## src/hw/upload_pkg.sv

```systemverilog
package upload_pkg;

    // ==============================
    // sizes
    // ==============================

    // upload channels merged toward usb
    localparam int NUM_LANES = 4;
    // data bytes per frame, also packer buffer depth
    localparam int MAX_FRAME_DATA = 16;
    // beats buffered ahead of the usb side
    localparam int OUT_FIFO_DEPTH = 4;

    // ==============================
    // basic types
    // ==============================

    typedef logic [7:0] byte_t;
    typedef logic [7:0] source_id_t;

    // frame sync bytes
    localparam byte_t FRAME_HEADER_H = 8'hAA;
    localparam byte_t FRAME_HEADER_L = 8'h44;

    // source code per lane, picked by generate index
    localparam source_id_t lane_source_ids [NUM_LANES] = '{8'h01, 8'h02, 8'h03, 8'h04};

    // ==============================
    // bundles
    // ==============================

    // what one channel drives
    typedef struct packed {
        logic  active;
        logic  valid;
        byte_t data;
    } src_in_t;

    // registered channel view, burst end as a pulse
    typedef struct packed {
        logic  valid;
        byte_t data;
        logic  burst_end;
    } lane_in_t;

    // one frame byte, last marks the checksum
    typedef struct packed {
        byte_t data;
        logic  last;
    } upload_beat_t;

    // packer toward arbiter
    typedef struct packed {
        logic         frame_ready;
        logic         valid;
        upload_beat_t beat;
    } lane_out_t;

endpackage
```

## src/hw/frame_packer.sv

```systemverilog
`timescale 1ns/1ps

module frame_packer import upload_pkg::*; #(
    parameter int         MAX_FRAME_DATA = 16,
    parameter source_id_t SOURCE_ID      = 8'h01
) (
    input  logic      clk,
    input  logic      rst_n,
    input  lane_in_t  lane_in,
    output logic      in_ready,
    output lane_out_t lane_out,
    input  logic      lane_pop
);

    localparam int CNT_W = $clog2(MAX_FRAME_DATA + 1);

    // collect, then walk the frame fields one pop at a time
    typedef enum logic [2:0] {
        ST_COLLECT,
        ST_HDR_H,
        ST_HDR_L,
        ST_SRC,
        ST_LEN,
        ST_DATA,
        ST_CSUM
    } state_t;

    state_t           state;
    logic [CNT_W-1:0] count;
    logic [CNT_W-1:0] count_next;
    byte_t            data_sum;
    byte_t            checksum;
    logic             collecting;
    logic             push;
    logic             fifo_pop;
    byte_t            fifo_head;
    logic             fifo_empty;
    logic [CNT_W-1:0] fifo_count;
    logic             close;

    // ==============================
    // burst collection
    // ==============================

    assign collecting = (state == ST_COLLECT);
    assign push       = collecting && lane_in.valid;
    assign count_next = count + CNT_W'(push);

    // count stays put as frame length through emission
    // full buffer closes too, burst goes on in a new frame
    assign close = collecting &&
                   ((lane_in.burst_end && (count_next != '0)) ||
                    (count_next == CNT_W'(MAX_FRAME_DATA)));

    // byte in flight from ingress counted too
    // closed while burst end is seen so a new burst waits
    assign in_ready = collecting && !lane_in.burst_end &&
                      (count_next < CNT_W'(MAX_FRAME_DATA));

    assign fifo_pop = (state == ST_DATA) && lane_pop;
    assign checksum = SOURCE_ID + byte_t'(count) + data_sum;

    sync_fifo #(
        .DEPTH  (MAX_FRAME_DATA),
        .item_t (byte_t)
    ) u_data_fifo (
        .clk       (clk),
        .rst_n     (rst_n),
        .push      (push),
        .push_item (lane_in.data),
        .pop       (fifo_pop),
        .head      (fifo_head),
        .empty     (fifo_empty),
        .full      (),
        .count     (fifo_count)
    );

    // ==============================
    // frame walk
    // ==============================

    always_ff @(posedge clk or negedge rst_n) begin
        if (!rst_n) begin
            state    <= ST_COLLECT;
            count    <= '0;
            data_sum <= '0;
        end else begin
            case (state)
                ST_COLLECT: begin
                    count <= count_next;
                    if (push) begin
                        data_sum <= data_sum + lane_in.data;
                    end
                    if (close) begin
                        state <= ST_HDR_H;
                    end
                end
                ST_HDR_H: if (lane_pop) state <= ST_HDR_L;
                ST_HDR_L: if (lane_pop) state <= ST_SRC;
                ST_SRC:   if (lane_pop) state <= ST_LEN;
                ST_LEN:   if (lane_pop) state <= ST_DATA;
                // leave on the last buffered byte
                ST_DATA:  if (lane_pop && fifo_count == CNT_W'(1)) state <= ST_CSUM;
                ST_CSUM: begin
                    if (lane_pop) begin
                        state    <= ST_COLLECT;
                        count    <= '0;
                        data_sum <= '0;
                    end
                end
                default: state <= ST_COLLECT;
            endcase
        end
    end

    // output beat for the current field
    always_comb begin
        lane_out.frame_ready = !collecting;
        lane_out.valid       = !collecting;
        lane_out.beat.last   = (state == ST_CSUM);
        case (state)
            ST_HDR_H: lane_out.beat.data = FRAME_HEADER_H;
            ST_HDR_L: lane_out.beat.data = FRAME_HEADER_L;
            ST_SRC:   lane_out.beat.data = SOURCE_ID;
            ST_LEN:   lane_out.beat.data = byte_t'(count);
            ST_DATA: begin
                lane_out.beat.data = fifo_head;
                lane_out.valid     = !fifo_empty;
            end
            ST_CSUM:  lane_out.beat.data = checksum;
            default:  lane_out.beat.data = '0;
        endcase
    end

endmodule

```

## src/hw/sync_fifo.sv

```systemverilog
`timescale 1ns/1ps

module sync_fifo #(
    parameter int  DEPTH  = 4,
    parameter type item_t = logic [7:0]
) (
    input  logic                         clk,
    input  logic                         rst_n,
    input  logic                         push,
    input  item_t                        push_item,
    input  logic                         pop,
    output item_t                        head,
    output logic                         empty,
    output logic                         full,
    output logic [$clog2(DEPTH+1)-1:0]   count
);

    localparam int PTR_W = (DEPTH > 1) ? $clog2(DEPTH) : 1;
    localparam int CNT_W = $clog2(DEPTH + 1);

    item_t            mem [DEPTH];
    logic [PTR_W-1:0] wr_ptr;
    logic [PTR_W-1:0] rd_ptr;
    logic             do_push;
    logic             do_pop;

    // overflow and underflow requests are dropped
    assign do_push = push && !full;
    assign do_pop  = pop && !empty;

    assign empty = (count == '0);
    assign full  = (count == CNT_W'(DEPTH));
    assign head  = mem[rd_ptr];

    // storage, no reset needed
    always_ff @(posedge clk) begin
        if (do_push) begin
            mem[wr_ptr] <= push_item;
        end
    end

    // pointers wrap at DEPTH, not at a power of two
    always_ff @(posedge clk or negedge rst_n) begin
        if (!rst_n) begin
            wr_ptr <= '0;
            rd_ptr <= '0;
            count  <= '0;
        end else begin
            if (do_push) begin
                wr_ptr <= (wr_ptr == PTR_W'(DEPTH - 1)) ? '0 : wr_ptr + 1'b1;
            end
            if (do_pop) begin
                rd_ptr <= (rd_ptr == PTR_W'(DEPTH - 1)) ? '0 : rd_ptr + 1'b1;
            end
            count <= count + CNT_W'(do_push) - CNT_W'(do_pop);
        end
    end

endmodule

```

## config.mk

```make
export PLATFORM = sky130hd
export DESIGN_NAME = frame_packer
export DESIGN_NICKNAME = d
export VERILOG_FILES = /design/src/hw/upload_pkg.sv /design/src/hw/frame_packer.sv /design/src/hw/sync_fifo.sv
export SDC_FILE = /design/constraint.sdc
export NUM_CORES = 1
export LEC_CHECK = 0
export CAP_MARGIN = 20
export CORE_MARGIN = 2
export CORE_UTILIZATION = 45
export CTS_BUF_LIST = sky130_fd_sc_hd__clkbuf_2
export DETAILED_ROUTE_END_ITERATION = 8
export DONT_BUFFER_PORTS = 1
export GPL_ROUTABILITY_DRIVEN = 0
export MAX_ROUTING_LAYER = met4
export SYNTH_ARGS = -nofsm -noshare
export SYNTH_HDL_FRONTEND = slang
export SYNTH_SLANG_ARGS = --single-unit
```

## constraint.sdc

```tcl
create_clock -name clk -period 5.69 [get_ports clk]
set_clock_uncertainty 0.05 [all_clocks]
set_input_delay 0.569 -clock clk [delete_from_list [all_inputs] [get_ports clk]]
set_output_delay 0.569 -clock clk [all_outputs]
set_load 0.01 [all_outputs]
```

==> results.toml <==
[power]
p_leak_nw = 2.77
powerDensity_mw_per_mm2 = 434
ir_drop_v = 0.000196

[global_route]
grt_pass1_wl_mm = 25.0
antenna_found_initial = 4
overflow = 0
grt_max_degree = 42
grt_pass1_vias = 4235
grt_use_total = 0.201

[die]
core-area_sq_mm = 0.0159
io_pins = 25
die_height_microns = 132
start_util = 0.461
rows = 46
die_w_microns = 132
dieArea_sq_mm = 0.0173

[cts]
numClockSinks = 157
htreeDepth = 4
clock_latency_ns = 0.71
cts-root-buf = "clkbuf_2"
cts_tree = "yes"
clockBufferDepth = 2
cts_buffers = 17
postCtsSetupRepairBufs = 0
clk_pin_slew_worst_paths_ns = 0.20

[outcome]
status = "completed"

[drt]
wire_per_inst_microns = 21.9
drt_iter0_drc = 304
via_per_inst = 5.80
drtAntennaViolNets = 0
drc_errors = 0
vias = 4337
wl_mm = 16.4
drt_pre_antenna_iters = 4

[setup_path]
crit_required_ns = 5.07
path_class = "reg -> out"
crit_path_max_incr_delay_ns = 0.70
cp_cell_sequence = "buf_4, mux4_1, mux2_2, a311oi_1, o21ai_1"
cp_max_fo = 29
worst_path_max_delay_cell = "dfrtp_2"
worst_setup_path_start_kind = "register"
worst_path_dominant_cell_family = "multiplexers"
critPathBufInv = 1
cp-end-kind = "output port"
cp_data_arrival_time_ns = 3.38

[synth]
synth_edf_count = 128
synthCells = 504
ys_seq_area_frac = 0.624
syn_nets = 545
yosys_warnings = 0
syn_avg_cell_area_sq_um = 14.5
synth.distinct_cells = 55
netlist_area_sq_mm = 0.00732
ys.flop_type = "edfxtp_1"
async_flop_share = 0.185
ys_ff_latch = 157

[job]
drv_cap = 0

[placed_design]
hpwl_mm = 10.5
portBuffers = 0
dpl_worst_slack_ns = 2.19

[sta]
fin_ws_ns = 1.69
finalHoldViolCount = 0
post-route-period-util = 0.703
min_period_ns = 4.00
final.setup.tns_ns = 0
finalMaxSlewViolations = 0
slew_headroom = 0.323
worstMarginPinSlew_ns = 1.01
max_freq_ghz = 0.250
rsz0062_at_grt = "no"
finalSetupViolCount = 0

[worst_hold_path]
hold_class = "in -> reg"

[final_layout]
fill_cells = 1381
drive_gt1_frac = 0.112
syn2layout_area_growth_pct = 7.71
fin_nets = 560
-- cells by family (layout without fill, tap and decap cells) --
group | count (synthesis) | count (layout) | share of synthesized area
AO/OA/AOI/OAI | 91 | 91 | 0.0793
XOR/XNOR | 13 | 13 | 0.0156
adder cells (fa/ha/maj) | 28 | 28 | 0.0509
AND/OR/NAND/NOR | 117 | 117 | 0.0769
buffers and inverters | 46 | 70 | 0.0289
other | 0 | 4 | 0
multiplexers | 52 | 52 | 0.124
flip-flops | 157 | 157 | 0.624
-- per-stage QoR --
step | util | instance area [sq um] | cells | hold WS, ns | total power [mW]
after floorplan | - | 7320 | 504 | 0.223 | 2.53
final | 0.496 | 7880 | 748 | 0.0748 | 3.42
after detailed placement | 0.472 | 7490 | 701 | 0.224 | 2.81
after global routing | 0.496 | 7880 | 748 | 0.000811 | 3.64
after CTS | 0.492 | 7820 | 740 | 0.000716 | 3.42
after global placement | 0.471 | 7480 | 700 | 0.224 | 2.79
-- sequential cells by signal, indices dropped and copies added, names as in the netlist --
signal and count:
u_data_fifo.wr_ptr 4, state 3, count 5, u_data_fifo.rd_ptr 4, u_data_fifo.count 5, data_sum 8
u_data_fifo.mem 128
-- worst paths after layout --
kind / depth (start not counted) / slack [ns] / startpoint / end
max in group asynchronous: 2 / 5.16 / rst_n / data_sum[0]
max reg2reg: 4 / 2.25 / state[2] / u_data_fifo.mem[3][7]
min reg2reg: 2 / 0.52 / data_sum[4] / data_sum[4]
max: 5 / 1.69 / u_data_fifo.rd_ptr[0] / lane_out[6]
min in group asynchronous: 2 / 0.23 / rst_n / u_data_fifo.wr_ptr[0]
min: 3 / 0.07 / lane_pop / state[1]
-- power by group --
part,total [mW],leakage [nW],switching (mW),internal (mW)
Combinational,1.29,1.13,0.717,0.572
Sequential,1.55,1.52,0.182,1.37
Clock,0.580,0.127,0.381,0.199
-- worst register-to-register path, cell delays in order (launching register included) --
cell	delay [ns]
dfrtp_1	0.65
nand3b_1	0.49
a21oi_1	0.76
nand2_1	0.31
nor3_1	0.84
-- repair_timing --
item                      4_1_cts  5_1_grt
hold buffers                   11        1
resized for setup               0        0
hold endpoints to repair      160        1
-- per-layer routing --
| metal | part of all wire | vias to the layer above | global-route usage |
|---|---|---|---|
| li1 | - | 1979 | - |
| met1 | 0.46 | 2213 | 0.265 |
| met2 | 0.46 | 123 | 0.296 |
| met3 | 0.058 | 22 | 0.0621 |
| met4 | 0.024 | 0 | 0.0743 |
| met5 | 0 | - | - |
-- cell usage after synthesis (9+ instances only) --
library cell | number | share of area
a21oi_1 | 20 | 0.014
clkbuf_1 | 9 | 0.0046
dfrtp_1 | 29 | 0.099
edfxtp_1 | 128 | 0.53
ha_1 | 25 | 0.043
inv_1 | 24 | 0.012
mux2i_1 | 19 | 0.026
mux4_1 | 11 | 0.039
mux4_2 | 16 | 0.049
nand2_1 | 33 | 0.017
nand3_1 | 15 | 0.010
nor2_1 | 26 | 0.013
nor2b_1 | 10 | 0.0085
nor3_1 | 10 | 0.0068
o21ai_0 | 26 | 0.018
-- layout by cell type (no fill, tap or decap), types with 4 or more instances in the layout --
master	instances
a21oi_1	20
a31oi_1	5
clkbuf_2	19
dfrtp_1	28
diode_2	4
dlygate4sd3_1	11
edfxtp_1	128
ha_1	25
inv_1	24
mux2_2	6
mux2i_1	19
mux4_1	11
mux4_2	16
nand2_1	33
nand2b_1	7
nand3_1	15
nand4_1	4
nor2_1	26
nor2b_1	10
nor3_1	10
o211ai_1	5
o21ai_0	26
o22ai_1	4
o31ai_1	4
xnor2_1	7
xor2_1	6
-- final cells by class --
cell class                      instances  area, sq um  share of cell area
Timing Repair Buffer                   18          195              0.0248
Tap cell                              216          270              0.0343
Clock buffer                           19         95.1              0.0121
Sequential cell                       157         4570               0.580
Multi-Input combinational cell        301         2540               0.322
Inverter                               24         90.1              0.0114
Clock inverter                          9          114              0.0144
Antenna cell                            4         10.0             0.00127
(Power assumes the default switching activity.)
