### src/hw/upload_pkg.sv
package upload_pkg;

    // ==============================
    // sizes
    // ==============================

    // upload channels merged toward usb
    localparam int NUM_LANES = 4;
    // data bytes per frame, also packer buffer depth
    localparam int MAX_FRAME_DATA = 16;
    // beats buffered ahead of the usb side
    localparam int OUT_FIFO_DEPTH = 4;

    // ==============================
    // basic types
    // ==============================

    typedef logic [7:0] byte_t;
    typedef logic [7:0] source_id_t;

    // frame sync bytes
    localparam byte_t FRAME_HEADER_H = 8'hAA;
    localparam byte_t FRAME_HEADER_L = 8'h44;

    // source code per lane, picked by generate index
    localparam source_id_t lane_source_ids [NUM_LANES] = '{8'h01, 8'h02, 8'h03, 8'h04};

    // ==============================
    // bundles
    // ==============================

    // what one channel drives
    typedef struct packed {
        logic  active;
        logic  valid;
        byte_t data;
    } src_in_t;

    // registered channel view, burst end as a pulse
    typedef struct packed {
        logic  valid;
        byte_t data;
        logic  burst_end;
    } lane_in_t;

    // one frame byte, last marks the checksum
    typedef struct packed {
        byte_t data;
        logic  last;
    } upload_beat_t;

    // packer toward arbiter
    typedef struct packed {
        logic         frame_ready;
        logic         valid;
        upload_beat_t beat;
    } lane_out_t;

endpackage
### src/hw/upload_ingress.sv
`timescale 1ns/1ps

module upload_ingress import upload_pkg::*; #(
    parameter int NUM_LANES = 4
) (
    input  logic     clk,
    input  logic     rst_n,
    input  src_in_t  src     [NUM_LANES],
    output lane_in_t lane_in [NUM_LANES]
);

    // ==============================
    // per-channel registers
    // ==============================

    // previous active level, for falling-edge detect
    logic [NUM_LANES-1:0] active_q;
    logic [NUM_LANES-1:0] valid_q;
    logic [NUM_LANES-1:0] end_q;
    byte_t                data_q [NUM_LANES];

    // control bits
    always_ff @(posedge clk or negedge rst_n) begin
        if (!rst_n) begin
            active_q <= '0;
            valid_q  <= '0;
            end_q    <= '0;
        end else begin
            for (int i = 0; i < NUM_LANES; i++) begin
                active_q[i] <= src[i].active;
                valid_q[i]  <= src[i].valid;
                // high one cycle after active dropped
                end_q[i]    <= active_q[i] & ~src[i].active;
            end
        end
    end

    // payload byte, only meaningful with valid
    always_ff @(posedge clk) begin
        for (int i = 0; i < NUM_LANES; i++) begin
            data_q[i] <= src[i].data;
        end
    end

    // ==============================
    // repack toward packers
    // ==============================

    always_comb begin
        for (int i = 0; i < NUM_LANES; i++) begin
            lane_in[i].valid     = valid_q[i];
            lane_in[i].data      = data_q[i];
            lane_in[i].burst_end = end_q[i];
        end
    end

endmodule

### config.mk
export PLATFORM = sky130hd
export DESIGN_NAME = upload_ingress
export DESIGN_NICKNAME = d
export VERILOG_FILES = /design/src/hw/upload_pkg.sv /design/src/hw/upload_ingress.sv
export SDC_FILE = /design/constraint.sdc
export NUM_CORES = 1
export LEC_CHECK = 0
export ABC_AREA = 0
export BUFFER_PORTS_ARGS = -buffer_cell sky130_fd_sc_hd__buf_4
export CELL_PAD_IN_SITES_DETAIL_PLACEMENT = 1
export CELL_PAD_IN_SITES_GLOBAL_PLACEMENT = 2
export CORE_MARGIN = 5
export CORE_UTILIZATION = 22
export CTS_CLUSTER_SIZE = 12
export DETAILED_ROUTE_END_ITERATION = 16
export PLACE_DENSITY = 0.73
export SLEW_MARGIN = 15
export SYNTH_ARGS = -nofsm -noshare
export SYNTH_HDL_FRONTEND = slang
export SYNTH_SLANG_ARGS = --single-unit
### constraint.sdc
create_clock -name clk -period 0.8 [get_ports clk]
set_clock_uncertainty 0.1 [all_clocks]
set_input_delay 0.04 -clock clk [delete_from_list [all_inputs] [get_ports clk]]
set_output_delay 0.04 -clock clk [all_outputs]
set_load 0.03 [all_outputs]
==> results of run 1 <==
power by group through the flow:
stage / Sequential, W / Combinational (W) / Clock (W)
after floorplan: 0.00261 / 0.0000178 / 0
after detailed placement: 0.00240 / 0.000583 / 0
after CTS: 0.00239 / 0.000809 / 0.00169
after global routing: 0.00240 / 0.000848 / 0.00178
final: 0.00239 / 0.000808 / 0.00161
after global placement: 0.00239 / 0.000575 / 0
per-stage QoR:
stage               hold slack [ps]  utilization (%)  setup TNS, ps
CTS                           7.791            54.22          -4375
finish                        26.63            54.22          -3625
global placement             -219.2            38.07              0
detailed placement           -210.1            38.07              0
global route                  43.88            54.22          -5165
floorplan                    -355.6                -              0
state kept, by name (all words and copies together) (netlist names):
signal,flops
active_q,4
end_q,4
data_q,32
valid_q,4
layer usage:
| layer | part of all wire, % | vias up | global-route usage (%) | wire length [µm] |
|---|---|---|---|---|
| li1 | - | 403 | - | - |
| met1 | 29 | 396 | 9.652 | 945 |
| met2 | 60 | 46 | 22.81 | 1974 |
| met3 | 10 | 5 | 6.089 | 331 |
| met4 | 1.2 | 0 | 4.124 | 40 |
| met5 | 0 | - | 0 | 0 |
Yosys cell counts (all sizes together):
cell   instances  area (µm²)
nor2b          4       55.05
dfxtp         32       640.6
dfrtp         12       300.3
worst min-delay path by stage:
stage | slack [ps] | from | endpoint | cells past startpoint
final | 30 | rst_n | valid_q[1] | 2
after global routing | 40 | rst_n | valid_q[1] | 2
after CTS | 8 | rst_n | valid_q[1] | 2
after detailed placement | -210 | rst_n | valid_q[0] | 1
after global placement | -220 | rst_n | valid_q[0] | 1
after floorplan | -360 | rst_n | active_q[0] | 0
cells by family after synthesis:
logic type / synth area share, %
flip-flops: 94.47
AND/OR/NAND/NOR: 5.527
layout make-up:
| type | instances | area (µm²) |
|---|---|---|
| clock buffer | 6 | 72.57 |
| clock inverter | 2 | 35.03 |
| fill | 423 | 2007 |
| multi-input combinational | 4 | 55.05 |
| sequential | 44 | 980.9 |
| tap | 52 | 65.06 |
| timing repair buffer | 122 | 1169 |
what timing repair did:
action	CTS	global route
hold endpoints to repair	56	0
hold buffers	41	0
resized for setup	72	0
endpoints found under the setup margin	40	40
==> metrics.txt, run 1 <==
status=complete, but fails checks; failing checks=negative setup slack; Top Ports=82; crit end category=primary output; slowest stage delay, CP=390 ps; flops & latches, synth=44; Comb power frac=16.8%; Internal=0.003723 W; fraction of layout cells with a size suffix above 1=69.66%; drt wl/cell=14.31 µm; Worst Path Arrival=820 ps; DIE HEIGHT=77.29 µm; critical path depth=1; CTS H-tree depth=2; Cell Area, Placed=0.001669 mm²; Crit Path Max Fanout=1; final setup violating endpoints=40; Final Non-Filler Cells=230; setup slack after layout=-159.9 ps; Syn. warnings=0; Fin. Hold Viols=0; # Post-CTS Setup Buffers=0; core area=0.004384 mm²; clk_lat worst skew=280 ps; Crit-path slowest cell=dfrtp_1; max_slew headroom=89.55%; Post-Syn Instances=48; root buf cell=clkbuf_8; final instance area=0.002377 mm²; period utilization=120.0%; total CTS buffers=5; DR iter-0 viols=16; gpl congestion=0.6918; max-cap viol count=0; register area share after synthesis=94.47%; GRT Resource Usage Total=11.67%; CTS sink cnt=44; Hold Crit Class=primary input to asynchronous set/reset pin; Syn Nets=90; sequential share of power=49.7%; CP endpoint=lane_in[19]; CTS clk-pin slew, worst paths=80 ps; worst reg2reg startpoint=active_q[2]; Final nets=219; R2R depth=1; Net Sw Power=0.001082 W; Slew Viols, Final=0; static leakage=1.110 nW; total power=0.004805 W; clock buffer depth=2; number of cell rows=24; PortBufs=81; Peak Freq=1042 MHz; Required @ worst endpoint=660 ps; DR vias/cell=3.696; crit path time final=959.9 ps; Post-Syn Area=996.0 µm²; CTS tree=built; largest net degree at the start of global routing=14; remaining antenna violation count=0; sw frac=22.51%; Worst Max-Slew Pin Slew=156.8 ps; critical path cell sequence=buf_6; first-pass GRT wire length=5.195 mm; top cell family by delay on the critical path=flip-flops; Detailed Route WL=3.291 mm; P per Cell Area=2021 mW/mm²; Pre-Repair DR Iteration Count=2; syn avg cell area=20.75 µm²; vias post-DR=850; Starting Density=22.72%; Worst setup SP type=flop; CP Class=flop to primary output; crit path from=valid_q[2]; P&R area growth vs syn=138.7%; Die W=77.29 µm; residual DRC count=0; Critical path buffers and inverters=1; initial antenna violation count=0; placed insts=181; DIE AREA=0.005973 mm²; Worst VDD drop=1154 µV; reg2reg setup slack=120 ps; ant diodes=0; RR Endpoint=end_q[2]; Distinct cells, synth=3; GRT overflow=0; Clk network pwr share=33.5%; RSZ-0062 raised after global routing=true; most frequent cells in the layout=41 x dlygate4sd3_1, 41 x buf_4, 40 x buf_6; DP Worst Slack=124.4 ps; vias in the first global route=1,018
(Power assumes the default switching activity.)
==> run 2, diff against run 1 <==
ABC_AREA = 1   (was 0)
CAP_MARGIN = 10   (was not set)
CORE_UTILIZATION = 21   (was 22)
PLACE_DENSITY = 0.72   (was 0.73)
==> metrics.txt, run 2 <==
DR vias/cell=3.726 (was 3.696); Primary FF master, synth=dfxtp_1 (unchanged); top cell family by delay on the critical path=flip-flops (unchanged); ranking of synthesized cells by area=dfxtp_1 65%, dfrtp_1 31%, nor2_2 2.6% (was dfxtp_1 64%, dfrtp_1 30%, nor2b_4 5.5%); register area share after synthesis=95.92% (was 94.47%); Worst Path Arrival=810 ps (was 820 ps); first-pass GRT wire length=5.202 mm (was 5.195 mm); remaining antenna violation count=0 (unchanged); M2 GR Usage=22.69% (was 22.81%); asr flop ratio synth=27.27% (unchanged); Starting Density=22.07% (was 22.72%); clk_lat worst skew=280 ps (about the same); Synth area leader=dfxtp_1 (unchanged); crit end category=primary output (unchanged); CTS tree=built (unchanged); Crit-path slowest cell=dfrtp_1 (unchanged); largest net degree at the start of global routing=15 (was 14); Worst setup SP type=flop (unchanged); Worst VDD drop=1180 µV (was 1154 µV); total CTS buffers=5 (unchanged); fraction of layout cells with a size suffix above 1=68.68% (was 69.66%); Final Non-Filler Cells=234 (was 230); Post-Syn Instances=52 (was 48); RR Endpoint=end_q[2] (unchanged); max-cap viol count=0 (unchanged); max_slew headroom=89.96% (was 89.55%); crit path from=valid_q[2] (unchanged); PortBufs=81 (unchanged); Most Crowded Layer GR=met2 (unchanged); Peak Freq=1057 MHz (was 1042 MHz); DIE AREA=0.006138 mm² (was 0.005973 mm²); reg2reg setup slack=140 ps (was 120 ps); Distinct cells, synth=4 (was 3); Post-Syn Area=980.9 µm² (was 996.0 µm²); CTS H-tree depth=2 (unchanged); gpl congestion=0.6609 (was 0.6918); Detailed Route WL=3.318 mm (was 3.291 mm); residual DRC count=0 (unchanged); Hold Crit Class=primary input to asynchronous set/reset pin (unchanged); placed insts=185 (was 181); met3 Usage GRT=7.094% (was 6.089%); P&R area growth vs syn=138.8% (was 138.7%); initial antenna violation count=0 (unchanged); most frequent cells in the layout=41 x dlygate4sd3_1, 41 x buf_4, 40 x buf_6 (unchanged); largest reg by FF count=data_q (unchanged); Critical path buffers and inverters=1 (unchanged); GRT overflow=0 (unchanged); core area=0.004444 mm² (was 0.004384 mm²); P per Cell Area=1924 mW/mm² (was 2021 mW/mm²); status=complete, but fails checks (unchanged); GRT Resource Usage Total=11.42% (was 11.67%); period utilization=118.2% (was 120.0%); worst reg2reg startpoint=active_q[2] (unchanged); vias post-DR=872 (was 850); CTS clk-pin slew, worst paths=80 ps (about the same); failing checks=negative setup slack (unchanged); DIE HEIGHT=78.35 µm (was 77.29 µm); clock buffer depth=2 (unchanged); setup slack after layout=-145.8 ps (was -159.9 ps); drt wl/cell=14.18 µm (was 14.31 µm); flops & latches, synth=44 (unchanged); Pre-Repair DR Iteration Count=2 (unchanged); synth cell count leaders=32 x dfxtp_1, 12 x dfrtp_1, 4 x inv_1, 4 x nor2_2 (was 32 x dfxtp_1, 12 x dfrtp_1, 4 x nor2b_4); Required @ worst endpoint=660 ps (about the same); syn avg cell area=18.86 µm² (was 20.75 µm²); root buf cell=clkbuf_8 (unchanged); CTS sink cnt=44 (unchanged); CP Class=flop to primary output (unchanged); static leakage=1.102 nW (was 1.110 nW); Die W=78.35 µm (was 77.29 µm); Post-synth EDFFs=0 (unchanged); critical path cell sequence=buf_6 (unchanged); RSZ-0062 raised after global routing=true (unchanged); vias in the first global route=1,065 (was 1,018); final setup violating endpoints=40 (unchanged); ant diodes=0 (unchanged); hpwl dp=2.102 mm; slowest stage delay, CP=380 ps (was 390 ps); Top Ports=82 (unchanged); Final nets=223 (was 219); M1 GR Usage=8.905% (was 9.652%); FILL cells=452 (was 423); Worst Max-Slew Pin Slew=150.6 ps (was 156.8 ps); Crit Path Max Fanout=1 (unchanged); DP Worst Slack=144.5 ps (was 124.4 ps); Syn Nets=94 (was 90); R2R depth=2 (was 1); Syn. warnings=0 (unchanged); crit path time final=945.8 ps (was 959.9 ps); Yosys top cell area share=65.31% (was 64.32%); Slew Viols, Final=0 (unchanged); max FFs per register=32 (unchanged); most common cell in the synthesized netlist=dfxtp_1 (unchanged); Fin. Hold Viols=0 (unchanged); number of cell rows=24 (unchanged); DR iter-0 viols=18 (was 16)
-- run 2: cell count changes in the layout (fill, tap and decap cells not counted), sizes merged --
cell,change
bufinv,-1
clkbuf,-1
clkinv,+2
inv,+4
nor2,+4
nor2b,-4
-- run 2: layer usage --
| metal | share of wire, % | vias up | routed length, µm |
|---|---|---|---|
| met2 | 58 | 49 | 1921 |
| met3 | 12 | 4 | 407 |
| met1 | 29 | 410 | 957 |
| met4 | 0.93 | 0 | 31 |
| met5 | 0 | - | 0 |
| li1 | - | 409 | - |
-- run 2: where the power goes --
part	switching (W)	internal, W
Clock	0.000713	0.000608
Sequential	0.0000514	0.00233
Combinational	0.000348	0.000455
Total	0.00111	0.00340
-- run 2: how the worst max path moves through the flow --
stage | to | slack [ps] | cells after the start
2_1_floorplan | end_q[0] | 170 | 2
3_3_place_gp | lane_in[29] | 160 | 1
3_5_place_dp | lane_in[29] | 140 | 1
4_1_cts | lane_in[29] | -160 | 1
5_1_grt | lane_in[19] | -180 | 1
6_report | lane_in[19] | -150 | 1
-- run 2: timing repair --
action	in CTS	in global routing
hold buffers	41	0
resized for setup	72	0
pin swaps	0	0
setup buffers	0	0
setup endpoints to repair	40	40
endpoints found under the hold margin	56	0
-- run 2: cell type report --
cell class	instances	area (µm²)	share of cell area (%)
timing repair buffer	122	1169	49.89
sequential	44	980.9	41.88
clock buffer	5	68.82	2.938
tap	52	65.06	2.778
multi-input combinational	4	25.02	1.068
clock inverter	3	18.77	0.8013
inverter	4	15.01	0.6410
-- run 2: logic make-up (layout without fill, tap and decap cells) --
kind of cell	after synthesis	after routing	synth area share (%)
flip-flops	44	44	95.92
AND/OR/NAND/NOR	4	4	2.551
buffers and inverters	4	134	1.530
-- run 2: metrics by stage --
stage	hold slack [ps]	instance area (µm²)	power (W)	TNS (ps)	util, %
6_report	29.10	2342	0.004507	-3649	52.70
5_1_grt	30.51	2342	0.004711	-4989	52.70
4_1_cts	9.288	2342	0.004576	-4353	52.70
3_5_place_dp	-213.7	1654	0.002973	0	37.22
3_3_place_gp	-220.3	1654	0.002957	0	37.22
2_1_floorplan	-355.6	980.9	0.002624	0	-
==> run 3, diff against run 2 <==
ABC_AREA = not set   (was 1)
CORE_UTILIZATION = 22   (was 21)
PLACE_DENSITY = 0.73   (was 0.72)
clock period = 1.06 ns   (was 0.8 ns; I/O delays follow)
==> metrics.txt, run 3 (synthesis results as in run 1) <==
status=completed (was complete, but fails checks); GRT overflow=0 (unchanged); Final Non-Filler Cells=231 (was 234); R2R depth=1 (was 2); P&R area growth vs syn=121.2% (was 138.8%); Worst Max-Slew Pin Slew=155.6 ps (was 150.6 ps); DIE AREA=0.005973 mm² (was 0.006138 mm²); number of cell rows=24 (unchanged); PortBufs=81 (unchanged); gpl congestion=0.6983 (was 0.6609); max_slew headroom=89.63% (was 89.96%); RSZ-0062 raised after global routing=false (was true); sequential share of power=48.8% (was 52.9%); FILL cells=449 (was 452); Slew Viols, Final=0 (unchanged); # Post-CTS Setup Buffers=0 (unchanged); CTS resizes=0 (was 72); Peak Freq=1020 MHz; period utilization=92.51%; CTS tree=built (unchanged); Fin. Hold Viols=0 (unchanged); reg2reg setup slack=380 ps (was 140 ps); Internal=0.002818 W (was 0.003395 W); slowest stage delay, CP=380 ps (about the same); vias post-DR=860 (was 872); largest net degree at the start of global routing=15 (unchanged); initial antenna violation count=0 (unchanged); fraction of layout cells with a size suffix above 1=52.25% (was 68.68%); most frequent cells in the layout=81 x buf_4, 41 x dlygate4sd3_1, 32 x dfxtp_1 (was 41 x dlygate4sd3_1, 41 x buf_4, 40 x buf_6); clk_lat worst skew=280 ps (about the same); largest reg by FF count=data_q (unchanged); GRT Resource Usage Total=11.52% (was 11.42%); RR Endpoint=end_q[1] (was end_q[2]); Critical path buffers and inverters=1 (unchanged); clock buffer depth=2 (unchanged); Starting Density=22.72% (was 22.07%); placed insts=181 (was 185); final setup violating endpoints=0 (was 40); DR vias/cell=3.723 (was 3.726); remaining antenna violation count=0 (unchanged); end-of-flow core utilization=50.26% (was 52.70%); max-cap viol count=0 (unchanged); max FFs per register=32 (unchanged); core area=0.004384 mm² (was 0.004444 mm²); worst reg2reg startpoint=active_q[1] (was active_q[2]); CTS H-tree depth=2 (unchanged); drt wl/cell=14.33 µm (was 14.18 µm); P per Cell Area=1647 mW/mm² (was 1924 mW/mm²); Crit Path Max Fanout=1 (unchanged); Worst Path Arrival=830 ps (was 810 ps); root buf cell=clkbuf_8 (unchanged); static leakage=1.067 nW (was 1.102 nW); Top Ports=82 (unchanged); sw frac=22.33% (was 24.68%); CP Class=flop to primary output (unchanged); Final nets=219 (was 223); CTS clk-pin slew, worst paths=80 ps (about the same); Comb power frac=15.5% (was 17.8%); residual DRC count=0 (unchanged); Die W=77.29 µm (was 78.35 µm); vias in the first global route=1,040 (was 1,065); Setup TNS=0 ps (was -3649 ps); Crit-path slowest cell=dfrtp_1 (unchanged); critical path cell sequence=buf_4 (was buf_6); total CTS buffers=5 (unchanged); CTS sink cnt=44 (unchanged); Required @ worst endpoint=910 ps (was 660 ps); hpwl dp=2.066 mm (was 2.102 mm); top cell family by delay on the critical path=flip-flops (unchanged); first-pass GRT wire length=5.216 mm (was 5.202 mm); Detailed Route WL=3.311 mm (was 3.318 mm); Pre-Repair DR Iteration Count=4 (was 2); DIE HEIGHT=77.29 µm (was 78.35 µm); crit end category=primary output (unchanged); Clk network pwr share=35.7% (was 29.3%); crit path time final=980.6 ps; Hold Crit Class=primary input to asynchronous set/reset pin (unchanged); Worst VDD drop=949.6 µV (was 1180 µV); Worst setup SP type=flop (unchanged); # hold bufs at CTS=41 (unchanged); DR iter-0 viols=12 (was 18); Net Sw Power=0.0008105 W (was 0.001112 W); most common cell after layout, fill and taps aside=buf_4
==> run 3: cell types whose count changed in the layout (fill, tap and decap cells not counted), moves of 2 or more <==
cell / delta
nor2_2: -4
buf_6: -40
buf_4: +40
dfxtp_2: -32
nor2b_4: +4
clkinv_2: -2
inv_1: -4
dfxtp_1: +32
==> run 3: cell type report <==
type	instances	area, µm²	share of cell area (%)
Tap cell	52	65.06	2.953
Antenna cell	1	2.502	0.1136
Timing Repair Buffer	122	1018	46.22
Clock inverter	2	38.79	1.760
Sequential cell	44	940.9	42.70
Multi-Input combinational cell	4	55.05	2.499
Clock buffer	6	82.58	3.748
==> run 3: worst max path at each step <==
stage               depth (start not counted)          end        start
floorplan                                   1     end_q[0]  active_q[0]
global placement                            1     end_q[2]  active_q[2]
detailed placement                          1     end_q[1]  active_q[1]
CTS                                         1  lane_in[29]   valid_q[1]
global route                                1  lane_in[39]   valid_q[0]
finish                                      1  lane_in[29]   valid_q[1]
==> run 3: metrics by stage <==
step	setup WS [ps]	power, W	hold slack [ps]	instance area [µm²]
global placement	396.7	0.002239	-206.2	1669
CTS	59.48	0.003685	19.96	2201
global route	38.07	0.003792	54.58	2201
finish	79.41	0.003629	53.23	2203
detailed placement	381.4	0.002251	-199.5	1669
floorplan	400.0	0.001985	-342.6	996.0
==> run 3: routing by layer <==
layer	share of wire, %	vias up	wire (µm)	GRT usage [%]
met5	0	-	0	0
met4	1.8	0	61	5.498
met3	8.8	6	290	5.152
met2	61	44	2016	22.47
met1	28	407	943	9.482
li1	-	403	-	-
==> run 3: power groups by stage <==
stage	clock (W)	combinational, W	sequential [W]
floorplan	0	0.0000134	0.00197
global placement	0	0.000434	0.00181
detailed placement	0	0.000441	0.00181
CTS	0.00135	0.000562	0.00177
global route	0.00142	0.000593	0.00178
finish	0.00130	0.000563	0.00177
